File: src/hdl/xbi_macros.svh
// ======================================================================
// Sizing constants of the user-to-crossbar interface
// Include where widths, VC layout or packet sizes are needed
// ======================================================================

`ifndef XBI_MACROS_SVH
`define XBI_MACROS_SVH

// Buffer geometry
`define XBI_NUM_VC   3
`define XBI_SLOTS    6
`define XBI_WORD_W   16
`define XBI_ADR_W    10
`define XBI_OFS_W    6

// VC regions with packet sizes that keep slot bases to adders
`define XBI_VC0_BASE 0
`define XBI_VC1_BASE 128
`define XBI_VC2_BASE 512
`define XBI_VC0_PKT  12
`define XBI_VC1_PKT  64
`define XBI_VC2_PKT  64

// Word of a packet that carries the destination
`define XBI_DST_OFS  1

`endif

File: src/hdl/xbi_mem_pkg.sv
// ======================================================================
// Types for access to the shared packet buffer and its pointers
// Imported by the arbiter, slot pointers and both buffer peers
// ======================================================================

`include "xbi_macros.svh"

package xbi_mem_pkg;

  typedef logic [`XBI_ADR_W-1:0] adr_t;

  typedef enum logic {
    MEM_RD = 1'b0,
    MEM_WR = 1'b1
  } mem_op_e;

  typedef struct packed {
    mem_op_e                 op;
    adr_t                    adr;
    logic [`XBI_WORD_W-1:0]  wdata;
  } mem_req_t;

  // Slot base address of every VC
  typedef adr_t [`XBI_NUM_VC-1:0] vc_bases_t;

endpackage

File: src/hdl/xbi_slot_ptr.sv
// ======================================================================
// Ring of fixed-size packet slots for one virtual channel
// Tracks write and read slots, reports full, empty and slot bases
// ======================================================================

`timescale 1ns/1ps
`include "xbi_macros.svh"

module xbi_slot_ptr
  import xbi_mem_pkg::*;
#(
  parameter adr_t BASE_START  = adr_t'(`XBI_VC0_BASE),
  parameter adr_t PACKET_SIZE = adr_t'(`XBI_VC0_PKT)
) (
  input  logic clk_xbar,
  input  logic rst_xbar,
  input  logic i_wr_advance,
  input  logic i_rd_advance,
  output logic o_full,
  output logic o_empty,
  output adr_t o_wr_base,
  output adr_t o_rd_base
);

  localparam int IDX_W = $clog2(`XBI_SLOTS);
  localparam int CNT_W = $clog2(`XBI_SLOTS + 1);
  localparam logic [IDX_W-1:0] LAST_IDX = IDX_W'(`XBI_SLOTS - 1);

  logic [IDX_W-1:0] wr_idx_q;
  logic [IDX_W-1:0] rd_idx_q;
  logic [CNT_W-1:0] pkt_cnt_q;

  // Bases run alongside the indices so no multiplier is needed
  always_ff @(posedge clk_xbar) begin
    if (rst_xbar) begin
      wr_idx_q  <= '0;
      rd_idx_q  <= '0;
      pkt_cnt_q <= '0;
      o_wr_base <= BASE_START;
      o_rd_base <= BASE_START;
    end else begin
      if (i_wr_advance) begin
        wr_idx_q  <= (wr_idx_q == LAST_IDX) ? '0 : wr_idx_q + 1'b1;
        o_wr_base <= (wr_idx_q == LAST_IDX) ? BASE_START : o_wr_base + PACKET_SIZE;
      end
      if (i_rd_advance) begin
        rd_idx_q  <= (rd_idx_q == LAST_IDX) ? '0 : rd_idx_q + 1'b1;
        o_rd_base <= (rd_idx_q == LAST_IDX) ? BASE_START : o_rd_base + PACKET_SIZE;
      end
      // Simultaneous advances leave the count alone
      if (i_wr_advance && !i_rd_advance) begin
        pkt_cnt_q <= pkt_cnt_q + 1'b1;
      end else if (!i_wr_advance && i_rd_advance) begin
        pkt_cnt_q <= pkt_cnt_q - 1'b1;
      end
    end
  end

  assign o_full  = (pkt_cnt_q == CNT_W'(`XBI_SLOTS));
  assign o_empty = (pkt_cnt_q == '0);

endmodule

File: config.mk
export PLATFORM = sky130hd
export DESIGN_NAME = xbi_slot_ptr
export DESIGN_NICKNAME = d
export VERILOG_FILES = /design/src/hdl/xbi_mem_pkg.sv /design/src/hdl/xbi_slot_ptr.sv
export VERILOG_INCLUDE_DIRS = /design/src /design/src/hdl
export SDC_FILE = /design/constraint.sdc
export NUM_CORES = 1
export LEC_CHECK = 0
export BUFFER_PORTS_ARGS = -buffer_cell sky130_fd_sc_hd__buf_2
export CAP_MARGIN = 10
export CORE_MARGIN = 5
export CORE_UTILIZATION = 52
export CTS_CLUSTER_DIAMETER = 60
export DETAILED_ROUTE_END_ITERATION = 7
export MAX_ROUTING_LAYER = met4
export PLACE_DENSITY = 0.77
export SLEW_MARGIN = 15
export SYNTH_ARGS = -nofsm -noshare
export SYNTH_HDL_FRONTEND = slang
export SYNTH_SLANG_ARGS = --single-unit
File: constraint.sdc
create_clock -name clk_xbar -period 1.9 [get_ports clk_xbar]
set_input_delay 0 -clock clk_xbar [delete_from_list [all_inputs] [get_ports clk_xbar]]
set_output_delay 0 -clock clk_xbar [all_outputs]
set_load 0.1 [all_outputs]
==> flow_summary.toml <==
[global_route]
grt_pass1_wl_mm = 3.77
grt_pass1_vias = 896
gr-total-overflow = 0
grt_usage_pct = 14.5
antenna_found_initial = 0
grt_max_degree = 15

[place]
gp_congestion = 0.743
place_ws_ns = 0.260
dp_hpwl_mm = 1.58
port_buffers = 21
placed_cell_area_um2 = 1270

[floorplan]
initial_utilization_pct = 53.8
rows = 17
core_area_um2 = 2170
die_h_um = 57.4
pin_count = 26
die_area_um2 = 3290
fp.dieW_um = 57.4

[clock_network]
clk_pin_slew_ns = 0.14
cts_sinks = 25
cts_tree = "yes"
root_buffer = "clkbuf_4"
cts_resized = 0
clock_tree.buffer_depth = 2
cts_buffers = 3
worstSkewPairLatency_ns = 0.32
htree_num_levels = 1

[finish]
nFillCells = 194
regArea_um2 = 505
utilization_pct = 60.4
n_antenna_cell = 0
syn2layout_area_growth_pct = 12.2
drive_above_1_share_pct = 22.4
postLayoutCellArea_um2 = 1310
fin_nets = 161
multi_input_area_um2 = 586

[drt]
drt_first_pass_iters = 4
wl_per_cell_um = 11.3
drt_iter0_drc = 13
wl_mm = 2.04
antenna_left = 0
avgViaCountPerCell = 5.16
remaining_drc_errors = 0
via_count = 928

[min_path]
worstHoldPathCells = 3
min_to = "rd_idx_q[0]"
min_path_type = "input pin to flop"
hp-start = "i_rd_advance"

[power_and_ir_drop]
leakage_nw = 0.548
ir_worst_vdd_v = 0.000665
pwr_density_cell_nw_per_um2 = 921
total_power_mw = 1.21

[worst_setup_path]
critPathLaunchType = "flop"
ff2ff_setup_slack_ns = 0.41
arrival_ns = 1.76
reg2reg_to = "pkt_cnt_q[2]"
path_class = "flop to flop"
cp.required_ns = 2.16
cp_max_fo = 4
end_kind = "flop"
rr_worst_depth = 4
worstReg2RegStart = "pkt_cnt_q[0]"

[synthesis]
ys_top_cells_by_area = "dfxtp_1, or3_1, a21oi_1"
synth_top_area_share_pct = 42.9
postSynthAreaPerCell_um2 = 8.98
yosys.area.top_type = "dfxtp_1"
ys_types = 24
syn_inst = 130
synthAdderAreaFrac_pct = 4.93
ys_ff_latch = 25
synth-compound-area-share_pct = 16.9
yosysSeqAreaShare_pct = 42.9
netlist_area_um2 = 1170
ys_warn_count = 0
synthXorXnorAreaFrac_pct = 7.50
synth_top_family_by_area = "compound AO/OA/AOI/OAI gates"
synthMuxAreaShare_pct = 2.57
yosys.area_share.simple_pct = 16.5

[flow_run]
drv_cap = 0

[status]
outcome = "complete, no violations"

[sta]
fin_crit_ns = 1.49
final_hold_viol_count = 0
rsz0062_at_grt = "no"
post-route-period-util_pct = 78.6
fin_tns_setup_ns = 0
postLayoutSetupSlackWorst_ns = 0.406
setup_viol = 0
fmax_mhz = 669
fin_skew_ns = 0.00620
maxSlewViolCount = 0
## state kept, by name, summed over array words and instances (netlist names)
register / flops
rd_idx_q: 3
o_wr_base: 8
pkt_cnt_q: 3
wr_idx_q: 3
o_rd_base: 8
## per-stage QoR
step | hold slack, ns | instances
after CTS | 0.0454 | 180
after floorplan | 0.0691 | 133
final | 0.0471 | 180
after global placement | 0.324 | 175
after global routing | 0.0558 | 180
after detailed placement | 0.335 | 175
## synth_stat cells
cell type  count
dfxtp_1       25
nor2_1        14
a21oi_1       13
inv_1         11
or3_1         11
o21ai_0        9
nand2_1        8
xnor2_1        6
buf_4          4
xor2_1         4
ha_1           3
mux2i_1        3
a311o_1        2
a41o_2         2
buf_6          2
nand3_1        2
nand4b_1       2
o2111ai_2      2
o211ai_1       2
and3b_1        1
buf_1          1
conb_1         1
fa_1           1
nor3_1         1
## critical path, stage by stage, from the launching register on
cell     delay [ns]
dfxtp_1        0.39
fa_1           0.45
xor2_1         0.16
or3_1          0.30
a21oi_1        0.14
## kinds of logic (layout without fill, tap and decap cells)
group | Yosys count | count (layout)
fa+ha+maj | 4 | 4
flops | 25 | 25
xor+xnor | 10 | 10
buf+inv | 18 | 37
mux | 3 | 3
compound gates | 30 | 30
simple gates | 39 | 39
other cells | 1 | 4
## placed cells by master (no fill, tap or decap)
cell type       n
a21oi_1        13
a311o_1         2
a41o_2          2
and3b_1         1
buf_2          21
clkbuf_4        3
clkinv_2        1
conb_1          4
dfxtp_1        21
dfxtp_2         4
dlygate4sd3_1   1
fa_1            1
ha_1            3
inv_1          11
mux2i_1         3
nand2_1         8
nand3_1         2
nand4b_1        2
nor2_1         14
nor3_2          1
o2111ai_2       2
o211ai_1        2
o21ai_0         9
or3_1          11
xnor2_1         6
xor2_1          4
## final cells by class
class | count | area share, %
clock buffers | 3 | 1.72
clock inverters | 1 | 0.382
inverters | 11 | 3.15
multi-input cells | 90 | 44.7
flip-flops and latches | 25 | 38.6
well taps | 28 | 2.67
repair buffers | 22 | 8.79
## report_power, final
part / total (mW) / internal, mW / switching [mW]
sequential: 0.607 / 0.561 / 0.0455
clock: 0.238 / 0.0790 / 0.159
combinational: 0.362 / 0.0830 / 0.279
## routing by layer
layer / global-route usage (%) / wire, µm / up-vias
met2: 23.2 / 967 / 19
met4: 7.28 / 34 / 0
li1: - / - / 486
met5: - / 0 / -
met3: 2.26 / 100 / 3
met1: 17.4 / 936 / 420
## how the worst max path moves through the flow
stage	startpoint	end	slack, ns
after floorplan	o_rd_base[5]	o_rd_base[8]	0.05
after global placement	i_rd_advance	pkt_cnt_q[2]	0.37
after detailed placement	i_rd_advance	pkt_cnt_q[2]	0.26
after CTS	pkt_cnt_q[0]	pkt_cnt_q[2]	0.40
after global routing	o_wr_base[2]	o_wr_base[8]	0.30
final	pkt_cnt_q[0]	pkt_cnt_q[2]	0.41
## timing repair
item | CTS | global route
hold buffers | 1 | 0
setup buffers | 0 | 0
endpoints found under the hold margin | 11 | 0
Power figures use the tool's default switching activity.
