**src/hdl/xbi_macros.svh**
```systemverilog
// ======================================================================
// Sizing constants of the user-to-crossbar interface
// Include where widths, VC layout or packet sizes are needed
// ======================================================================

`ifndef XBI_MACROS_SVH
`define XBI_MACROS_SVH

// Buffer geometry
`define XBI_NUM_VC   3
`define XBI_SLOTS    6
`define XBI_WORD_W   16
`define XBI_ADR_W    10
`define XBI_OFS_W    6

// VC regions with packet sizes that keep slot bases to adders
`define XBI_VC0_BASE 0
`define XBI_VC1_BASE 128
`define XBI_VC2_BASE 512
`define XBI_VC0_PKT  12
`define XBI_VC1_PKT  64
`define XBI_VC2_PKT  64

// Word of a packet that carries the destination
`define XBI_DST_OFS  1

`endif

```
**src/hdl/xbi_port_pkg.sv**
```systemverilog
// ======================================================================
// Types seen on the external user and crossbar ports
// Imported by the writer, the reader and the top level
// ======================================================================

`include "xbi_macros.svh"

package xbi_port_pkg;

  // Virtual channel number
  typedef enum logic [1:0] {
    VC0 = 2'd0,
    VC1 = 2'd1,
    VC2 = 2'd2
  } vc_e;

  // One bit per VC for the full and empty flags
  typedef logic [`XBI_NUM_VC-1:0] vc_mask_t;

  // One word written by the user agent
  typedef struct packed {
    vc_e                     vc;
    logic [`XBI_OFS_W-1:0]   offset;
    logic                    eop;
    logic [`XBI_WORD_W-1:0]  data;
  } usr_word_t;

  // One dequeue issued by the crossbar agent
  typedef struct packed {
    vc_e                     vc;
    logic [`XBI_OFS_W-1:0]   offset;
    logic                    eop;
  } xbar_deq_t;

  // Destination word of a head packet pushed ahead of dequeue
  typedef struct packed {
    logic                    valid;
    vc_e                     vc;
    logic [`XBI_WORD_W-1:0]  dst;
  } peek_t;

endpackage

```
**src/hdl/xbi_mem_pkg.sv**
```systemverilog
// ======================================================================
// Types for access to the shared packet buffer and its pointers
// Imported by the arbiter, slot pointers and both buffer peers
// ======================================================================

`include "xbi_macros.svh"

package xbi_mem_pkg;

  typedef logic [`XBI_ADR_W-1:0] adr_t;

  typedef enum logic {
    MEM_RD = 1'b0,
    MEM_WR = 1'b1
  } mem_op_e;

  typedef struct packed {
    mem_op_e                 op;
    adr_t                    adr;
    logic [`XBI_WORD_W-1:0]  wdata;
  } mem_req_t;

  // Slot base address of every VC
  typedef adr_t [`XBI_NUM_VC-1:0] vc_bases_t;

endpackage

```
**src/hdl/xbi_xbar_reader.sv**
```systemverilog
// ======================================================================
// Crossbar-side four-phase dequeue port with eager destination peek
// Idle cycles are spent reading offset 1 of a round-robin head packet
// ======================================================================

`timescale 1ns/1ps
`include "xbi_macros.svh"

module xbi_xbar_reader
  import xbi_port_pkg::*;
  import xbi_mem_pkg::*;
(
  input  logic                   clk_xbar,
  input  logic                   rst_xbar,
  input  logic                   i_xbar_req,
  input  xbar_deq_t              i_xbar_deq,
  output logic                   o_xbar_ack,
  output logic [`XBI_WORD_W-1:0] o_xbar_data,
  output peek_t                  o_xbar_peek,
  input  vc_bases_t              i_rd_bases,
  input  vc_mask_t               i_empty,
  output logic                   o_mem_req,
  output mem_req_t               o_mem,
  input  logic                   i_mem_gnt,
  input  logic [`XBI_WORD_W-1:0] i_mem_data,
  output vc_mask_t               o_rd_advance
);

  typedef enum logic [2:0] {
    IDLE,
    PEEK_RD,
    PEEK_WAIT,
    DEQ_RD,
    DEQ_WAIT,
    ACK
  } state_e;

  state_e state_q;
  state_e state_d;
  vc_e    rr_q;
  vc_e    next_vc;
  logic   any_pkt;

  assign any_pkt = !(&i_empty);

  // Next non-empty VC after rr_q with rr_q itself checked last
  always_comb begin
    int unsigned cand;
    next_vc = rr_q;
    for (int k = `XBI_NUM_VC; k >= 1; k--) begin
      cand = (int'(rr_q) + k) % `XBI_NUM_VC;
      if (!i_empty[cand]) next_vc = vc_e'(cand);
    end
  end

  // ====================================================================
  // FSM with dequeue taking priority over peek
  // ====================================================================
  always_comb begin
    state_d = state_q;
    unique case (state_q)
      IDLE: begin
        if (i_xbar_req) state_d = DEQ_RD;
        else if (any_pkt) state_d = PEEK_RD;
      end
      PEEK_RD: begin
        if (i_mem_gnt) state_d = PEEK_WAIT;
        else if (i_xbar_req) state_d = DEQ_RD;
      end
      PEEK_WAIT: state_d = i_xbar_req ? DEQ_RD : IDLE;
      DEQ_RD:    if (i_mem_gnt) state_d = DEQ_WAIT;
      DEQ_WAIT:  state_d = ACK;
      ACK:       if (!i_xbar_req) state_d = IDLE;
      default:   state_d = IDLE;
    endcase
  end

  always_ff @(posedge clk_xbar) begin
    if (rst_xbar) begin
      state_q     <= IDLE;
      rr_q        <= VC2;
      o_xbar_peek <= '0;
    end else begin
      state_q <= state_d;
      if (state_q == IDLE && !i_xbar_req && any_pkt) begin
        rr_q <= next_vc;
      end
      if (state_q == PEEK_WAIT) begin
        o_xbar_peek <= '{valid: 1'b1, vc: rr_q, dst: i_mem_data};
      end else if (o_xbar_peek.valid && i_empty[o_xbar_peek.vc]) begin
        o_xbar_peek.valid <= 1'b0;
      end
    end
  end

  // Dequeued word held for the whole ack phase
  always_ff @(posedge clk_xbar) begin
    if (state_q == DEQ_WAIT) begin
      o_xbar_data <= i_mem_data;
    end
  end

  // ====================================================================
  // Buffer request
  // ====================================================================
  always_comb begin
    o_mem.op    = MEM_RD;
    o_mem.wdata = '0;
    if (state_q == DEQ_RD) begin
      o_mem.adr = i_rd_bases[i_xbar_deq.vc] + adr_t'(i_xbar_deq.offset);
    end else begin
      o_mem.adr = i_rd_bases[rr_q] + adr_t'(`XBI_DST_OFS);
    end
  end

  assign o_mem_req  = (state_q == DEQ_RD) || (state_q == PEEK_RD);
  assign o_xbar_ack = (state_q == ACK);

  always_comb begin
    o_rd_advance = '0;
    if (state_q == DEQ_RD && i_mem_gnt && i_xbar_deq.eop) begin
      o_rd_advance = vc_mask_t'(1) << i_xbar_deq.vc;
    end
  end

endmodule

```
**config.mk**
```make
export PLATFORM = sky130hd
export DESIGN_NAME = xbi_xbar_reader
export DESIGN_NICKNAME = d
export VERILOG_FILES = /design/src/hdl/xbi_port_pkg.sv /design/src/hdl/xbi_mem_pkg.sv /design/src/hdl/xbi_xbar_reader.sv
export VERILOG_INCLUDE_DIRS = /design/src /design/src/hdl
export SDC_FILE = /design/constraint.sdc
export NUM_CORES = 1
export LEC_CHECK = 0
export ABC_AREA = 1
export BUFFER_PORTS_ARGS = -buffer_cell sky130_fd_sc_hd__buf_2
export CAP_MARGIN = 10
export CORE_ASPECT_RATIO = 1.25
export CORE_MARGIN = 2
export CORE_UTILIZATION = 43
export CTS_CLUSTER_DIAMETER = 50
export DETAILED_ROUTE_END_ITERATION = 8
export GPL_TIMING_DRIVEN = 0
export PLACE_DENSITY_LB_ADDON = 0.12
export REMOVE_ABC_BUFFERS = 1
export SLEW_MARGIN = 10
export SYNTH_ARGS = -nofsm -noshare
export SYNTH_HDL_FRONTEND = slang
export SYNTH_SLANG_ARGS = --single-unit
```
**constraint.sdc**
```tcl
create_clock -name clk_xbar -period 2.41 [get_ports clk_xbar]
set_input_delay 0.482 -clock clk_xbar [delete_from_list [all_inputs] [get_ports clk_xbar]]
set_output_delay 0.482 -clock clk_xbar [all_outputs]
set_load 0.02 [all_outputs]
```
==> results.md, run 1 <==
- Power density cells: approximately 700 nW/um2
- Crit-path max cell delay: ~0.23 ns
- Post-synth ARST share: 0%
- Most common cell after layout, fill and taps aside: buf_2
- Final net count: just over 600
- Dpl hpwl: around 5700 um
- Clock skew: a little under 0.006 ns
- CTS tree: built
- Reg clk slew, reported paths: 0.08 ns
- Clk buf depth: 2
- Failing checks: negative setup slack
- Share of cells above drive strength 1: a little under two fifths
- Critical Setup Path Class: input pin to primary output
- Number of enable flip-flop cells after synthesis: 16
- Synth Cell Area: ~2800 um2
- Post-Place Cells: slightly above 600
- Core Region: 6482 um2
- Sequence of cells on the critical path: buf_8 > nor2_4 > inv_4 > o221ai_2 > ha_2 > fa_2 > nand3_2 > nand2_2 > nand2_2 > buf_4 > buf_4 > buf_6 > nand2_1 > o21ai_1 > buf_4
- DRT Pass-1 Iters: 4
- Aggregate global routing overflow: 0
- CTS root buffer: clkbuf_8
- Max IR drop VDD: about 0.00056 V
- Die width: around 77 um
- RSZ-0062 raised after global routing: true
- Utilization after layout: between 60% and 70%
- Crit-path slowest cell: fa_2
- MaxCap Viol Count: 0
- Synth Area in Compound Gates: 12.10%
- Hold Crit Class: input pin to flop
- GRT Overall Usage: 22.24%
- Die ar.: 7257 um2
- Data required time at the worst endpoint: about 1.9 ns
- Initial antenna violation count: 0
- Fin crit period: approximately 2.7 ns
- Skew-Pair Late Insertion Delay: 0.29 ns
- Slew @ Worst Pin: between 0.6 and 0.7 ns
- # rows: 33
- RD Place Congestion: ~0.84
- Height of the chip: around 95 um
- Proportion of synthesized area in mux cells: 0%
- Total wire length: roughly 8300 um
- Fin. max-slew vios: 0
- Mapped Avg Cell Area: around 6.8 um2
- Synth warn: 0
- CTS Buf Count: 5
- Synth top area share: approximately 17%
- Synth Instances: between 400 and 500
- Critical Path End Type: primary output
- CP Launch Type: input pin
- Synthesized-area fraction occupied by adder cells: around 4.7%
- Tcrit/Tclk final: 113.9%
- Final Hold Fails: 0
- First DRT Iteration DRCs: approximately 70
- Initial Util: approximately 44%
- Pin count of the biggest net entering global routing: 23
- Max_slew headroom: 53.09%
- Sequential fraction of the synthesis area: approximately 34%
- Clock sinks: 40
- Final setup violating endpoints: 8
- Top_reg_cell synth: dfxtp_1
- Vias per cell: 4.886
- Commonest cells after routing, fill and taps aside: buf_2, nand2_1, nor2_1, inv_1, nand3_1
- Maximum fanout along the worst path: 6
- Layout area overhead: 40.28%
- Lkg Pwr: 2.034 nW
- DR WL/cell: 12.95 um
- Synth cell types: 33
- Simple-Gate Fraction of Synth Area: 34.76%
- Ports: around 130
- XOR/XNOR share of the synthesized area: 0.6184%
- Outcome: complete, but fails checks
- First-pass GRT wire length: around 13000 um
- FILL cells: 630
- Via count: approximately 3100
- Hold Buf Count CTS: 0
- H-tree depth: 2
- Final cell count without fillers: 639
- Routed Antenna Nets: 0
- Top cells by area, synth: dfxtp_1, edfxtp_1, nand2_1, nor2_1, nand3_1
- Diodes inserted: 0
- Top cell by count, worst path: buf_4
- IO Port Bufs: ~110
- # DRC: 0
- Worst setup margin: -0.3360 ns
- Synthesized flop and latch total: 40
- Largest family of logic cells by synthesized area: simple AND/OR/NAND/NOR gates
- Critical Path AT: ~2.3 ns
- Max Clock Freq: 0.3642 GHz
- Cell taking the most area after synthesis: dfxtp_1
- Vias in the first global route: around 3000
[where the power goes]
| group | internal [W] | switching (W) |
|---|---|---|
| clock network | 0.000202 | 0.000232 |
| registers | 0.000796 | 0.0000608 |
| logic | 0.000562 | 0.000925 |
| total | 0.00156 | 0.00122 |
[synth_stat cells, drive strengths merged, types with 2 or more instances]
library cell and number:
ha 9, dfxtp 24, or2 2, o221ai 6, buf 21, inv 54, a21oi 15, nand4 6
edfxtp 16, nand2 113, nor2 57, nor3 5, clkbuf 4, o21ai 37, nand3 37
[logic make-up (layout without fill, tap and decap cells)]
group                      Yosys count  after routing
xor gates and xnor gates             2              2
and+or+nand+nor                    222            223
other                                1             17
adders and majority gates           10             10
DFF                                 40             40
AOI/OAI and AO/OA                   62             62
buffers and inverters               80            198
[registers in the layout, summed over array words and instances (netlist names)]
| register | count |
|---|---|
| o_xbar_data | 16 |
| rr_q | 2 |
| state_q | 3 |
| o_xbar_peek | 19 |
[routing by layer]
metal | up-vias | global-route usage [%] | share of wire [%]
met4 | 0 | 7.424 | 0.99
met3 | 6 | 3.633 | 4.3
li1 | 1592 | - | -
met5 | - | 0 | 0
met2 | 82 | 43.95 | 56
met1 | 1442 | 23.99 | 39
[path summary, 6_finish.rpt]
path                     end  depth (start not counted)       startpoint  slack [ns]
max reg2reg  o_xbar_peek[18]                          4       state_q[1]        0.41
min reg2reg  o_xbar_peek[18]                          2  o_xbar_peek[18]        0.50
max                o_mem[20]                         15    i_xbar_deq[8]       -0.34
min           o_xbar_data[1]                          1    i_mem_data[1]        0.38
[per-stage QoR]
step	TNS (ns)	instance area [um2]	setup WS, ns	hold slack (ns)	power, W
after floorplan	-1.140	2709	-0.2869	0.4951	0.001725
after global placement	-8.277	3373	-0.7816	0.4756	0.002077
after detailed placement	-9.470	3391	-0.7663	0.4844	0.002103
after CTS	-1.641	3807	-0.3470	0.3718	0.002704
after global routing	-2.430	3974	-0.4474	0.3656	0.002998
final	-1.645	3974	-0.3360	0.3794	0.002778
[what timing repair did]
item                       in CTS  in global routing
gates resized for setup        66                 14
setup endpoints to repair      31                 25
pin swaps                      26                 14
buffers inserted               16                  7
cloned                          0                  1
hold endpoints to repair        0                  0
[final cells by class]
class / instances / area (um2) / share of cell area (%)
multi-input cells: 314 / 1762 / 44.33
inverters: 55 / 225.2 / 5.668
well taps: 87 / 108.9 / 2.739
clock buffers: 5 / 68.82 / 1.732
clock inverters: 3 / 17.52 / 0.4408
repair buffers: 135 / 825.8 / 20.78
flip-flops and latches: 40 / 965.9 / 24.31
[worst max-delay path: cells and delay by family]
family | cells | cell delay (ns)
adders and majority gates | 2 | 0.45
buffers and inverters | 6 | 0.71
and+or+nand+nor | 5 | 0.42
AOI/OAI and AO/OA | 2 | 0.20
(Power assumes the default switching activity.)
==> run 2, diff against run 1 <==
--- a/config.mk
+++ b/config.mk
@@ -15,6 +15,7 @@
 export CTS_CLUSTER_DIAMETER = 50
 export DETAILED_ROUTE_END_ITERATION = 8
 export GPL_TIMING_DRIVEN = 0
+export MAX_ROUTING_LAYER = met4
 export PLACE_DENSITY_LB_ADDON = 0.12
 export REMOVE_ABC_BUFFERS = 1
 export SLEW_MARGIN = 10
==> run 2 against run 1 <==
  * Critical path depth unchanged
  * Final cell count did not move
  * Largest power group unchanged
  * Highest routed layer unchanged
  * The flow still finishes with violations (negative setup slack)
  * Maximum frequency is 1.0% higher
  * Via count is 0.74% higher
  * Clock skew about the same
==> results.md, run 2 (same netlist as run 1, synthesis figures left out) <==
- Maximum fanout along the worst path: 6
- MaxCap Viol Count: 0
- Diodes inserted: 0
- Worst reg2reg path startpoint: state_q[1]
- RSZ-0062 raised after global routing: true
- Max IR drop VDD: approximately 0.00056 V
- Clock sinks: 40
- IO Port Bufs: between 100 and 150
- Reg clk slew, reported paths: ~0.08 ns
- CTS tree: built
- Hold Crit Class: input pin to flop
- Slew @ Worst Pin: 0.7054 ns
- DRT Pass-1 Iters: 4
- Total wire length: 8308 um
- First DRT Iteration DRCs: 85
- Reg2reg setup slack: 0.40 ns
- H-tree depth: 2
- Hold EP: o_xbar_data[1]
- Commonest cells after routing, fill and taps aside: buf_2, nand2_1, nor2_1, inv_1, nand3_1
- Die width: 76.60 um
- Layout area overhead: 39.89%
- RD Place Congestion: between 0.8 and 0.9
- Share of cells above drive strength 1: 36.78%
- Routed Antenna Nets: 0
- Initial Util: between 40 and 50%
- Reg2Reg Depth: 4
- Failing checks: negative setup slack
- Max_slew headroom: between 50 and 60%
- CTS Buf Count: 5
- Hold Buf Count CTS: 0
- Fin. max-slew vios: 0
- Largest registers: o_xbar_peek x19, o_xbar_data x16, state_q x3
- # DRC: 0
- Core Region: 6482 um2
- Pin count of the biggest net entering global routing: 23
- Critical Path End Type: primary output
- First-pass GRT wire length: 13120 um
- GRT Overall Usage: between 20% and 30%
- Most common cell after layout, fill and taps aside: buf_2
- CP Launch Type: input pin
- Critical Path AT: around 2.2 ns
- Max Clock Freq: between 0.3 and 0.4 GHz
- Final net count: slightly above 600
- Via count: 3145
- Pre-CTS setup slack: -0.7663 ns
- Most flop-heavy register: o_xbar_peek
- CTS root buffer: clkbuf_8
- Max FFs per register: 19
- Vias per cell: between 4 and 5
- RR Endpoint: o_xbar_peek[18]
- Hold_ws: between 0.3 and 0.4 ns
- Skew-Pair Late Insertion Delay: about 0.29 ns
- HP Start: i_mem_data[1]
- Lkg Pwr: 2.027 nW
- Clock skew: a little under 0.006 ns
- Fin crit period: about 2.7 ns
- Tcrit/Tclk final: 112.8%
- Vias in the first global route: 2969
- Clk buf depth: 2
- DR WL/cell: between 10 and 15 um
- Final Hold Fails: 0
- Worst setup margin: -0.3078 ns
- Dpl hpwl: between 5000 and 6000 um
- # rows: 33
- Outcome: complete, but fails checks
- Die ar.: 7257 um2
- Initial antenna violation count: 0
- Worst Hold Path Cells: 1
- Aggregate global routing overflow: 0
- Power density cells: between 600 and 700 nW/um2
- Critical Setup Path Class: input pin to primary output
- Ports: 129
- Data required time at the worst endpoint: around 1.9 ns
- Final setup violating endpoints: 7
- Height of the chip: ~95 um
[run 2: cell count changes in the layout (fill, tap and decap cells not counted)]
cell     change
xnor2_1      +1
o21ai_1      +1
o21ai_2      -1
xnor2_2      -1
[run 2: timing repair]
action | in CTS | in global routing
buffers inserted | 16 | 7
pin swaps | 26 | 14
setup endpoints to repair | 31 | 25
cloned | 0 | 1
resized for setup | 66 | 12
[run 2: critical path: stages]
cell and delay, ns:
buf_8 0.11, nor2_4 0.13, inv_4 0.08, o221ai_2 0.14, ha_2 0.22, fa_2 0.22
nand3_2 0.09, nand2_2 0.08, nand2_2 0.06, buf_4 0.13, buf_4 0.12, buf_6 0.10
nand2_1 0.05, o21ai_1 0.06, buf_4 0.17
[run 2: stage by stage]
stage	area (um2)	util [%]	TNS, ns	power [W]	cells
after floorplan	2709	-	-1.140	0.001725	408
after global placement	3373	52.04	-8.277	0.002077	606
after detailed placement	3391	52.31	-9.470	0.002103	607
after CTS	3807	58.73	-1.641	0.002704	631
after global routing	3963	61.13	-2.328	0.002988	639
final	3963	61.13	-1.571	0.002773	639
[run 2: per-layer routing]
layer  vias to the layer above  track usage, %  share of wire [%]
met5                         -               -                  0
met4                         0           7.424                1.5
met3                        11           2.390                3.6
met2                        87           44.03                 55
met1                      1458           24.64                 40
li1                       1589               -                  -
[run 2: report_power, final]
part	total, W	internal, W	switching, W
Combinational	0.00148	0.000558	0.000917
Clock	0.000436	0.000202	0.000234
Sequential	0.000861	0.000796	0.0000647
[run 2: cell type report]
class	instances	area (um2)
clock inverter	3	17.52
tap	87	108.9
multi-input combinational	314	1750
sequential	40	965.9
timing repair buffer	135	825.8
inverter	55	225.2
clock buffer	5	68.82
fill	633	2520
[run 2: worst max-delay path by stage]
stage	startpoint	endpoint	cells past startpoint
floorplan	i_xbar_deq[7]	o_mem[20]	12
global placement	i_xbar_deq[7]	o_mem[24]	17
detailed placement	i_xbar_deq[7]	o_mem[24]	17
CTS	i_xbar_deq[7]	o_mem[24]	19
global route	i_xbar_deq[7]	o_mem[22]	18
finish	i_xbar_deq[8]	o_mem[20]	15
