[src/hdl/xbi_macros.svh]
// ======================================================================
// Sizing constants of the user-to-crossbar interface
// Include where widths, VC layout or packet sizes are needed
// ======================================================================

`ifndef XBI_MACROS_SVH
`define XBI_MACROS_SVH

// Buffer geometry
`define XBI_NUM_VC   3
`define XBI_SLOTS    6
`define XBI_WORD_W   16
`define XBI_ADR_W    10
`define XBI_OFS_W    6

// VC regions with packet sizes that keep slot bases to adders
`define XBI_VC0_BASE 0
`define XBI_VC1_BASE 128
`define XBI_VC2_BASE 512
`define XBI_VC0_PKT  12
`define XBI_VC1_PKT  64
`define XBI_VC2_PKT  64

// Word of a packet that carries the destination
`define XBI_DST_OFS  1

`endif

[src/hdl/xbi_port_pkg.sv]
// ======================================================================
// Types seen on the external user and crossbar ports
// Imported by the writer, the reader and the top level
// ======================================================================

`include "xbi_macros.svh"

package xbi_port_pkg;

  // Virtual channel number
  typedef enum logic [1:0] {
    VC0 = 2'd0,
    VC1 = 2'd1,
    VC2 = 2'd2
  } vc_e;

  // One bit per VC for the full and empty flags
  typedef logic [`XBI_NUM_VC-1:0] vc_mask_t;

  // One word written by the user agent
  typedef struct packed {
    vc_e                     vc;
    logic [`XBI_OFS_W-1:0]   offset;
    logic                    eop;
    logic [`XBI_WORD_W-1:0]  data;
  } usr_word_t;

  // One dequeue issued by the crossbar agent
  typedef struct packed {
    vc_e                     vc;
    logic [`XBI_OFS_W-1:0]   offset;
    logic                    eop;
  } xbar_deq_t;

  // Destination word of a head packet pushed ahead of dequeue
  typedef struct packed {
    logic                    valid;
    vc_e                     vc;
    logic [`XBI_WORD_W-1:0]  dst;
  } peek_t;

endpackage

[src/hdl/xbi_mem_pkg.sv]
// ======================================================================
// Types for access to the shared packet buffer and its pointers
// Imported by the arbiter, slot pointers and both buffer peers
// ======================================================================

`include "xbi_macros.svh"

package xbi_mem_pkg;

  typedef logic [`XBI_ADR_W-1:0] adr_t;

  typedef enum logic {
    MEM_RD = 1'b0,
    MEM_WR = 1'b1
  } mem_op_e;

  typedef struct packed {
    mem_op_e                 op;
    adr_t                    adr;
    logic [`XBI_WORD_W-1:0]  wdata;
  } mem_req_t;

  // Slot base address of every VC
  typedef adr_t [`XBI_NUM_VC-1:0] vc_bases_t;

endpackage

[src/hdl/xbi_usr_writer.sv]
// ======================================================================
// User-side four-phase write port into the packet buffer
// Writes each word at its VC write base plus offset, then acknowledges
// ======================================================================

`timescale 1ns/1ps
`include "xbi_macros.svh"

module xbi_usr_writer
  import xbi_port_pkg::*;
  import xbi_mem_pkg::*;
(
  input  logic      clk_xbar,
  input  logic      rst_xbar,
  input  logic      i_usr_req,
  input  usr_word_t i_usr_word,
  output logic      o_usr_ack,
  input  vc_bases_t i_wr_bases,
  output logic      o_mem_req,
  output mem_req_t  o_mem,
  input  logic      i_mem_gnt,
  output vc_mask_t  o_wr_advance
);

  typedef enum logic [1:0] {
    IDLE,
    WRITE,
    ACK
  } state_e;

  state_e state_q;
  state_e state_d;
  adr_t   wr_adr;

  always_comb begin
    state_d = state_q;
    unique case (state_q)
      IDLE:    if (i_usr_req) state_d = WRITE;
      // Hold the request until the arbiter lets it through
      WRITE:   if (i_mem_gnt) state_d = ACK;
      ACK:     if (!i_usr_req) state_d = IDLE;
      default: state_d = IDLE;
    endcase
  end

  always_ff @(posedge clk_xbar) begin
    if (rst_xbar) begin
      state_q <= IDLE;
    end else begin
      state_q <= state_d;
    end
  end

  // Word stays stable while the user holds its request
  assign wr_adr    = i_wr_bases[i_usr_word.vc] + adr_t'(i_usr_word.offset);
  assign o_mem     = '{op: MEM_WR, adr: wr_adr, wdata: i_usr_word.data};
  assign o_mem_req = (state_q == WRITE);
  assign o_usr_ack = (state_q == ACK);

  // Slot is complete once its last word lands
  always_comb begin
    o_wr_advance = '0;
    if (state_q == WRITE && i_mem_gnt && i_usr_word.eop) begin
      o_wr_advance = vc_mask_t'(1) << i_usr_word.vc;
    end
  end

endmodule

[config.mk]
export PLATFORM = sky130hd
export DESIGN_NAME = xbi_usr_writer
export DESIGN_NICKNAME = d
export VERILOG_FILES = /design/src/hdl/xbi_port_pkg.sv /design/src/hdl/xbi_mem_pkg.sv /design/src/hdl/xbi_usr_writer.sv
export VERILOG_INCLUDE_DIRS = /design/src /design/src/hdl
export SDC_FILE = /design/constraint.sdc
export NUM_CORES = 1
export LEC_CHECK = 0
export ABC_AREA = 1
export BUFFER_PORTS_ARGS = -buffer_cell sky130_fd_sc_hd__buf_4
export CORE_MARGIN = 2
export CORE_UTILIZATION = 34
export CTS_BUF_LIST = sky130_fd_sc_hd__clkbuf_16
export DETAILED_ROUTE_END_ITERATION = 16
export GPL_ROUTABILITY_DRIVEN = 0
export GPL_TIMING_DRIVEN = 0
export MAX_ROUTING_LAYER = met4
export PLACE_DENSITY_LB_ADDON = 0.2
export SYNTH_ARGS = -nofsm -noshare
export SYNTH_HDL_FRONTEND = slang
export SYNTH_SLANG_ARGS = --single-unit
export TNS_END_PERCENT = 10
[constraint.sdc]
create_clock -name clk_xbar -period 2.42 [get_ports clk_xbar]
set_clock_uncertainty 0.1 [all_clocks]
set_input_delay 0.363 -clock clk_xbar [delete_from_list [all_inputs] [get_ports clk_xbar]]
set_output_delay 0.363 -clock clk_xbar [all_outputs]
set_load 0.05 [all_outputs]
==> results of run 1 <==
-- synthesized netlist by cell type (all sizes together) --
cell type	count
nand2	43
inv	23
buf	17
a221oi	1
nor3	2
a21o	1
dfxtp	2
conb	1
nand4	1
fa	1
a31oi	3
xor2	3
nand3	15
a21oi	3
nor2	16
xnor2	3
ha	6
-- stage by stage --
step,std cells,hold WS [ns],instance area (µm²)
floorplan,141,0.332,850
global placement,242,0.403,1430
detailed placement,242,0.434,1430
CTS,251,0.218,1710
global route,256,0.219,1800
finish,256,0.220,1800
-- worst paths after layout --
check          endpoint  slack [ns]
max           o_mem[24]       -0.15
min reg2reg  state_q[0]        0.50
max reg2reg  state_q[1]        1.31
min          state_q[0]        0.22
-- layout make-up --
cell class	count	share of cell area (%)
plain buffers	17	7.07
clock buffers	3	4.16
inverters	23	5.89
multi-input cells	99	40.5
flip-flops and latches	2	2.22
well taps	28	1.94
repair buffers	84	38.2
-- routing by layer --
layer / GRT usage, % / wire length [µm] / vias to the layer above
met5: - / 0 / -
met4: 4.70 / 42 / 0
met3: 1.43 / 195 / 6
met2: 49.8 / 1970 / 66
met1: 22.9 / 1120 / 549
li1: - / - / 593
-- report_power, final --
part	total [mW]	leakage [nW]	internal, mW	switching (mW)
Combinational	0.605	0.941	0.253	0.352
Clock	0.244	0.0370	0.210	0.0338
Sequential	0.0369	0.0164	0.0354	0.00157
-- logic make-up after synthesis --
logic type	synth area share, %
buffers and inverters	26.7
other	0.468
and+or+nand+nor	43.1
adders and majority gates	11.9
AOI/OAI and AO/OA	6.25
xor gates and xnor gates	6.56
DFF	5.00
-- layout by cell type (no fill, tap or decap), drive strengths merged, types with 2 or more instances in the layout --
master / count
ha: 6
a21oi: 3
xor2: 3
a31oi: 3
clkbuf: 3
nand2: 43
buf: 101
nor3: 2
inv: 22
nor2: 16
dfxtp: 2
xnor2: 3
nand3: 15
-- what timing repair did --
item	4_1_cts	5_1_grt
hold buffers	0	0
resized for setup	34	15
pin swaps	12	18
buffers inserted	6	5
gates cloned	0	0
endpoints found under the setup margin	8	7
==> results.json, run 1 <==
{
  "multi_input_area_um2": 731,
  "final_util_pct": 81.6,
  "n_fill_cell": 148,
  "critPathMaxStageDelay_ns": 0.38,
  "setup_viol": 5,
  "final_layout_size_suffix_gt1_share_pct": 62.3,
  "cts.sinks": 2,
  "root_buffer": "clkbuf_16",
  "drc_errors": 0,
  "grt_pass1_wl_um": 4800,
  "crit_start": "i_usr_word[24]",
  "holdCritPathClass": "primary input to flip-flop",
  "hold_start": "rst_xbar",
  "routed_wl_um": 3330,
  "critPathTopFamily": "simple AND/OR/NAND/NOR gates",
  "final-hold-violation-count": 0,
  "ys_types": 22,
  "period_share_pct": 106,
  "vdd_drop_max_v": 0.000746,
  "ys_ff_latch": 2,
  "start_kind": "primary input",
  "maxCapViolations": 0,
  "syn_nets": 207,
  "finalSetupTns_ns": -0.531,
  "synthesis.area_um2": 801,
  "hold_depth": 2,
  "die_w_um": 52.5,
  "synth.area.top_cells": "nand2_1 19%, buf_4 16%, ha_1 9.4%, inv_1 9.4%, nand3_1 8.8%",
  "timing.fmax_mhz": 389,
  "largest_reg_flops": 2,
  "cp-end-kind": "primary output",
  "diodes": 0,
  "syn_to_final_growth_pct": 125,
  "syn_inst": 141,
  "rsz0062_at_grt": "yes",
  "grt_max_degree": 7,
  "yosysTopAreaCell": "nand2_1",
  "coreArea_um2": 2210,
  "ios": 91,
  "outcome": "complete, but fails checks",
  "total_power_mw": 0.886,
  "grt_pass1_vias": 1189,
  "die_y_um": 52.5,
  "top_regs": "state_q: 2 flops",
  "initialDrtViolationCount": 26,
  "cts_tree": "done",
  "via_count": 1214,
  "antenna_found_initial": 0,
  "clk-insertion-delay-late_ns": 0.22,
  "nNetsFinal": 296,
  "firstDrtPassIters": 4,
  "cp_num_buf_inv": 5,
  "synth_warnings": 0,
  "cp_slowest_cell": "fa_2",
  "cpMostUsedCell": "inv_2",
  "pre_cts_slack_ns": -0.578,
  "worstPathArrival_ns": 2.11,
  "clock_path_buffers": 2,
  "ant_nets": 0,
  "crit_required_ns": 1.96,
  "seq_area_um2": 40.0,
  "timing.rr.start": "state_q[0]",
  "dieArea_um2": 2760,
  "wire_per_inst_um": 13.0,
  "numCtsBuffers": 3,
  "period_needed_ns": 2.57,
  "regMostFlops": "state_q",
  "worstRegToRegCells": 4,
  "grt_use_total_pct": 23.6,
  "dpl.hpwl_um": 2260,
  "power.leakage_nw": 0.994,
  "critPathKind": "primary input to primary output",
  "rows": 17,
  "p_per_area_nw_per_um2": 491,
  "syn_area_per_cell_um2": 5.68,
  "cp_max_fo": 5,
  "cp_num_cells": 14,
  "synth_top_area_share_pct": 19.2,
  "cts_htree_levels": 1,
  "seq_area_frac_synth_pct": 5.00,
  "clkTransAtPathRegs_ns": 0.03,
  "initial_utilization_pct": 36.2,
  "drv_slew": 0,
  "violations": "negative setup slack",
  "crit_chain": "buf_12, clkinv_8, nor2_4, nand2_1, nand3_1, ha_2, inv_2, fa_2, inv_2, nand4_1, nand3_2, nand2_4, xor2_4, buf_6",
  "via_per_inst": 4.74,
  "gr-total-overflow": 0,
  "fin_ws_ns": -0.153,
  "io_buffers": 73
}
Note: power is estimated with default switching activity, not from simulation.
==> run 2, diff against run 1 <==
Settings changed: ABC_AREA 1 to not set, CORE_UTILIZATION 34 to 33.
Clock period 2.42 ns to 2.8 ns, I/O delays scaled along.
==> run 2 against run 1 <==
Effect of this change:
- the flow still finishes with violations (negative setup slack)
- via count is 12% lower
- sequential power is 12% lower
- clock-buffer cell count stayed put
- critical path depth is 2 lower
- synthesized cell count is 26% lower
- non-clock buffer count is 7 higher
- synthesized area is 2.0% lower
- sequential cell count stayed put
- highest routed layer unchanged
- wire length is 17% lower
- register-to-register slack better by 0.50 ns
==> results.json, run 2 <==
{
  "outcome": "complete, but fails checks",
  "violations": "negative setup slack",
  "synth_top_area_share_pct": 16.3,
  "maxCapViolations": 0,
  "via_per_inst": 4.78,
  "final-hold-violation-count": 0,
  "die_y_um": 52.8,
  "pre_cts_slack_ns": -0.589,
  "cp-end-kind": "primary output",
  "drv_slew": 0,
  "timing.fmax_mhz": 336,
  "grt_use_total_pct": 19.1,
  "layout_commonest_cell": "buf_4",
  "synth_most_common_cell": "buf_4",
  "fin_ws_ns": -0.174,
  "synth_common_cells": "17 x buf_4, 10 x mux2i_1, 9 x o21ai_0",
  "clk-insertion-delay-late_ns": 0.22,
  "grt_pass1_wl_um": 3930,
  "p_per_area_nw_per_um2": 412,
  "initialDrtViolationCount": 1,
  "synth_flop_cell": "dfxtp_1",
  "synth.area.top_cells": "buf_4 16%, mux2i_1 13%, ha_1 9.6%, o21ai_0 5.7%, dfxtp_1 5.1%",
  "rows": 17,
  "grt_pass1_vias": 965,
  "ios": 91,
  "dp_cells": 205,
  "clock_path_buffers": 2,
  "synthesis.area_um2": 785,
  "synth_edf_count": 0,
  "nNetsFinal": 263,
  "regMostFlops": "state_q",
  "start_kind": "primary input",
  "via_count": 1065,
  "syn_area_per_cell_um2": 7.47,
  "grt_max_degree": 11,
  "initial_utilization_pct": 35.1,
  "die_w_um": 52.8,
  "ys_ff_latch": 2,
  "yosysTopAreaCell": "buf_4",
  "cts.sinks": 2,
  "critPathKind": "primary input to primary output",
  "synth_warnings": 0,
  "syn_inst": 105,
  "worstPathArrival_ns": 2.45,
  "wire_per_inst_um": 12.3,
  "period_share_pct": 106,
  "worstMarginPinSlew_ns": 0.624,
  "cts_hold_buf": 0,
  "period_needed_ns": 2.97,
  "seq_area_frac_synth_pct": 5.10,
  "holdCritPathClass": "primary input to flip-flop",
  "syn_to_final_growth_pct": 124,
  "synth-async-reset-ratio_pct": 0,
  "dieArea_um2": 2780,
  "final_layout_size_suffix_gt1_share_pct": 70.3,
  "dpl.hpwl_um": 2060,
  "cp_max_fo": 5,
  "holdWs_ns": 0.268,
  "root_buffer": "clkbuf_16",
  "layout_common_cells": "98 x buf_4, 10 x mux2i_1, 6 x buf_6, 6 x nor2_1",
  "finalSetupTns_ns": -0.676,
  "top_regs": "state_q: 2 flops",
  "numCtsBuffers": 3,
  "gr-total-overflow": 0,
  "routed_wl_um": 2750,
  "power.leakage_nw": 0.893,
  "drc_errors": 0,
  "slew_headroom_pct": 58.4,
  "coreArea_um2": 2230,
  "cts_htree_levels": 1,
  "vdd_drop_max_v": 0.000398,
  "io_buffers": 72,
  "clkTransAtPathRegs_ns": 0.03,
  "crit_required_ns": 2.28,
  "ys_types": 32,
  "antenna_found_initial": 0,
  "ant_nets": 0,
  "firstDrtPassIters": 3,
  "diodes": 0,
  "setup_viol": 6,
  "rsz0062_at_grt": "yes",
  "syn_nets": 171,
  "total_power_mw": 0.724,
  "largest_reg_flops": 2,
  "stdcell_count": 223,
  "cts_tree": "done"
}
==> run 2: changes by cell type after synthesis, moves of 9 or more <==
cell / change
o21ai_0: +9
nand2_1: -34
mux2i_1: +10
nand3_1: -13
inv_1: -14
==> run 2: repair_timing <==
item | CTS | global route
pin swaps | 12 | 14
endpoints found under the setup margin | 6 | 6
gates resized for setup | 23 | 9
setup buffers | 13 | 3
==> run 2: power breakdown <==
group	switching (mW)	internal [mW]	total, mW	leakage [nW]
registers	0.00198	0.0306	0.0325	0.0164
clock network	0.0327	0.182	0.214	0.0370
logic	0.267	0.210	0.477	0.840
total	0.302	0.422	0.724	0.893
==> run 2: per-layer routing <==
metal | share of wire (%) | GRT usage, % | vias to the layer above
met1 | 34 | 20.6 | 484
met5 | 0 | - | -
met4 | 0.55 | 3.85 | 0
met2 | 58 | 37.5 | 52
met3 | 6.7 | 1.71 | 2
li1 | - | - | 527
==> run 2: worst max-delay path, cell delays in order <==
cell and delay [ns]:
buf_12 0.11, buf_8 0.12, buf_4 0.14, buf_4 0.14, mux2i_1 0.13, o21ai_0 0.09, ha_2 0.36, o21a_1 0.17
o31ai_4 0.10, a211oi_4 0.33, xor2_4 0.17, buf_6 0.17
==> run 2: through the flow <==
stage | utilization (%) | cell area (µm²)
2_1_floorplan | - | 877
3_3_place_gp | 65.0 | 1450
3_5_place_dp | 65.0 | 1450
4_1_cts | 76.0 | 1700
5_1_grt | 78.7 | 1760
6_report | 78.7 | 1760
==> run 2: cell type report <==
cell class / instances / area, µm²
plain buffers: 21 / 179
repair buffers: 87 / 679
flip-flops and latches: 2 / 40.0
fillers: 155 / 475
inverters: 6 / 22.5
clock buffers: 3 / 75.1
well taps: 28 / 35.0
multi-input cells: 76 / 727
==> run 2: worst paths after layout <==
| path | from | end | slack (ns) | cells after the start |
|---|---|---|---|---|
| worst max-delay path | i_usr_word[24] | o_mem[25] | -0.17 | 12 |
| worst max register to register | state_q[0] | state_q[1] | 1.81 | 3 |
| worst min register to register | state_q[1] | state_q[0] | 0.39 | 1 |
| worst min-delay path | rst_xbar | state_q[1] | 0.27 | 2 |
==> run 2: logic make-up after synthesis <==
| family | synth area share (%) |
|---|---|
| other | 0.478 |
| buffers and inverters | 22.5 |
| adder cells (fa/ha/maj) | 12.1 |
| XOR/XNOR | 5.58 |
| flip-flops | 5.10 |
| AND/OR/NAND/NOR | 15.6 |
| multiplexers | 12.8 |
| AO/OA/AOI/OAI | 25.8 |
==> run 3, diff against run 2 <==
Settings changed: ABC_AREA set to 1, CORE_UTILIZATION 33 to 34.
==> run 3 against run 2 <==
Effect of this change:
- the flow now finishes without violations
- setup slack improved by 0.27 ns
- critical path type unchanged
- global-route usage rose by 0.28 points
- maximum frequency rose by 10%
- highest routed layer unchanged
- critical path depth rose by 5
- largest power group unchanged
- via count rose by 7.8%
- wire length rose by 6.4%
- sequential power fell by 2%
==> results.json, run 3 (same netlist as run 1, synthesis figures left out) <==
{
  "outcome": "completed",
  "grt_use_total_pct": 19.4,
  "initialDrtViolationCount": 16,
  "root_buffer": "clkbuf_16",
  "cp-end-kind": "primary output",
  "grt_max_degree": 7,
  "dp_cells": 242,
  "period_share_pct": 96.5,
  "clock_path_buffers": 2,
  "syn_to_final_growth_pct": 106,
  "ios": 91,
  "layout_commonest_cell": "buf_4",
  "cts.sinks": 2,
  "die_w_um": 52.5,
  "n_fill_cell": 186,
  "total_power_mw": 0.704,
  "final_util_pct": 74.4,
  "grt_pass1_vias": 999,
  "crit_required_ns": 2.28,
  "critPathKind": "primary input to primary output",
  "clk-insertion-delay-late_ns": 0.22,
  "nNetsFinal": 292,
  "power.leakage_nw": 0.926,
  "grt_pass1_wl_um": 3960,
  "numCtsBuffers": 3,
  "ant_nets": 0,
  "maxCapViolations": 0,
  "die_y_um": 52.5,
  "top_regs": "state_q: 2 flops",
  "io_buffers": 73,
  "cts_tree": "done",
  "cts_hold_buf": 0,
  "final_layout_size_suffix_gt1_share_pct": 57.1,
  "seq_area_um2": 40.0,
  "cts_htree_levels": 1,
  "routed_wl_um": 2930,
  "layout_common_cells": "91 x buf_4, 37 x nand2_1, 18 x inv_1",
  "power.share.sequential_pct": 4.5,
  "drv_slew": 0,
  "timing.fmax_mhz": 370,
  "switching_share_pct": 44.4,
  "largest_reg_flops": 2,
  "combinationalPowerShare_pct": 64.8,
  "coreArea_um2": 2210,
  "stdcell_count": 252,
  "holdWs_ns": 0.267,
  "vdd_drop_max_v": 0.000597,
  "dieArea_um2": 2760,
  "via_per_inst": 4.56,
  "start_kind": "primary input",
  "period_needed_ns": 2.70,
  "place_area_um2": 1390,
  "rows": 17,
  "dpl.hpwl_um": 2120,
  "gr-total-overflow": 0,
  "post-route-cell-area_um2": 1650,
  "diodes": 0,
  "multi_input_area_um2": 647,
  "pwr-share-clk_pct": 30.7,
  "worstPathArrival_ns": 2.18,
  "holdCritPathClass": "primary input to flip-flop",
  "regMostFlops": "state_q",
  "final-hold-violation-count": 0,
  "firstDrtPassIters": 4,
  "clkTransAtPathRegs_ns": 0.03,
  "setup_viol": 0,
  "antenna_found_initial": 0,
  "p_int_mw": 0.391,
  "cp_max_fo": 6,
  "wire_per_inst_um": 11.6,
  "via_count": 1148,
  "initial_utilization_pct": 36.2,
  "power.net_switching_mw": 0.313,
  "p_per_area_nw_per_um2": 428,
  "drc_errors": 0
}
run 3: cell type report:
cell class / count / area share, %
Clock buffer: 3 / 4.56
Buffer: 17 / 7.75
Inverter: 23 / 5.55
Sequential cell: 2 / 2.43
Timing Repair Buffer: 80 / 38.3
Tap cell: 28 / 2.13
Multi-Input combinational cell: 99 / 39.3
run 3: timing repair:
action / 4_1_cts / 5_1_grt
pin swaps: 4 / 13
gates resized for setup: 8 / 21
endpoints found under the setup margin: 5 / 5
setup buffers: 5 / 2
run 3: power groups by stage:
stage / combinational [mW] / clock (mW) / sequential, mW
2_1_floorplan: 0.282 / 0 / 0.0317
3_3_place_gp: 0.408 / 0 / 0.0318
3_5_place_dp: 0.413 / 0 / 0.0319
4_1_cts: 0.429 / 0.217 / 0.0317
5_1_grt: 0.484 / 0.222 / 0.0318
6_report: 0.456 / 0.216 / 0.0317
run 3: metal layers:
metal	track usage (%)	part of all wire, %	up-vias
met5	-	0	-
met4	4.27	0.99	0
met3	0.857	5.6	4
met2	40.0	60	51
met1	19.7	34	508
li1	-	-	585
run 3: final timing paths:
path	startpoint	slack (ns)	end	depth (start not counted)
setup / recovery	i_usr_word[24]	0.1	o_mem[23]	17
hold / removal	rst_xbar	0.27	state_q[1]	2
setup reg to reg	state_q[0]	1.82	state_q[1]	4
hold reg to reg	state_q[0]	0.45	state_q[1]	3
run 3: worst max-delay path, stage by stage:
cell     delay, ns
buf_8         0.11
inv_2         0.08
nor2_4        0.05
buf_4         0.15
nand2_1       0.06
nand3_1       0.14
ha_4          0.35
nand2_2       0.07
nor2_2        0.11
nand2_1       0.07
nand3_2       0.08
nand2_2       0.05
nand2_2       0.09
nand2_1       0.05
nand2_1       0.05
nand2_1       0.07
buf_6         0.15
run 3: metrics by stage:
| step | TNS (ns) | setup slack, ns |
|---|---|---|
| after floorplan | -0.348 | -0.172 |
| after global routing | -0.0884 | -0.0482 |
| after detailed placement | -0.631 | -0.209 |
| after CTS | 0 | 0.00358 |
| final | 0 | 0.0986 |
| after global placement | -0.336 | -0.153 |
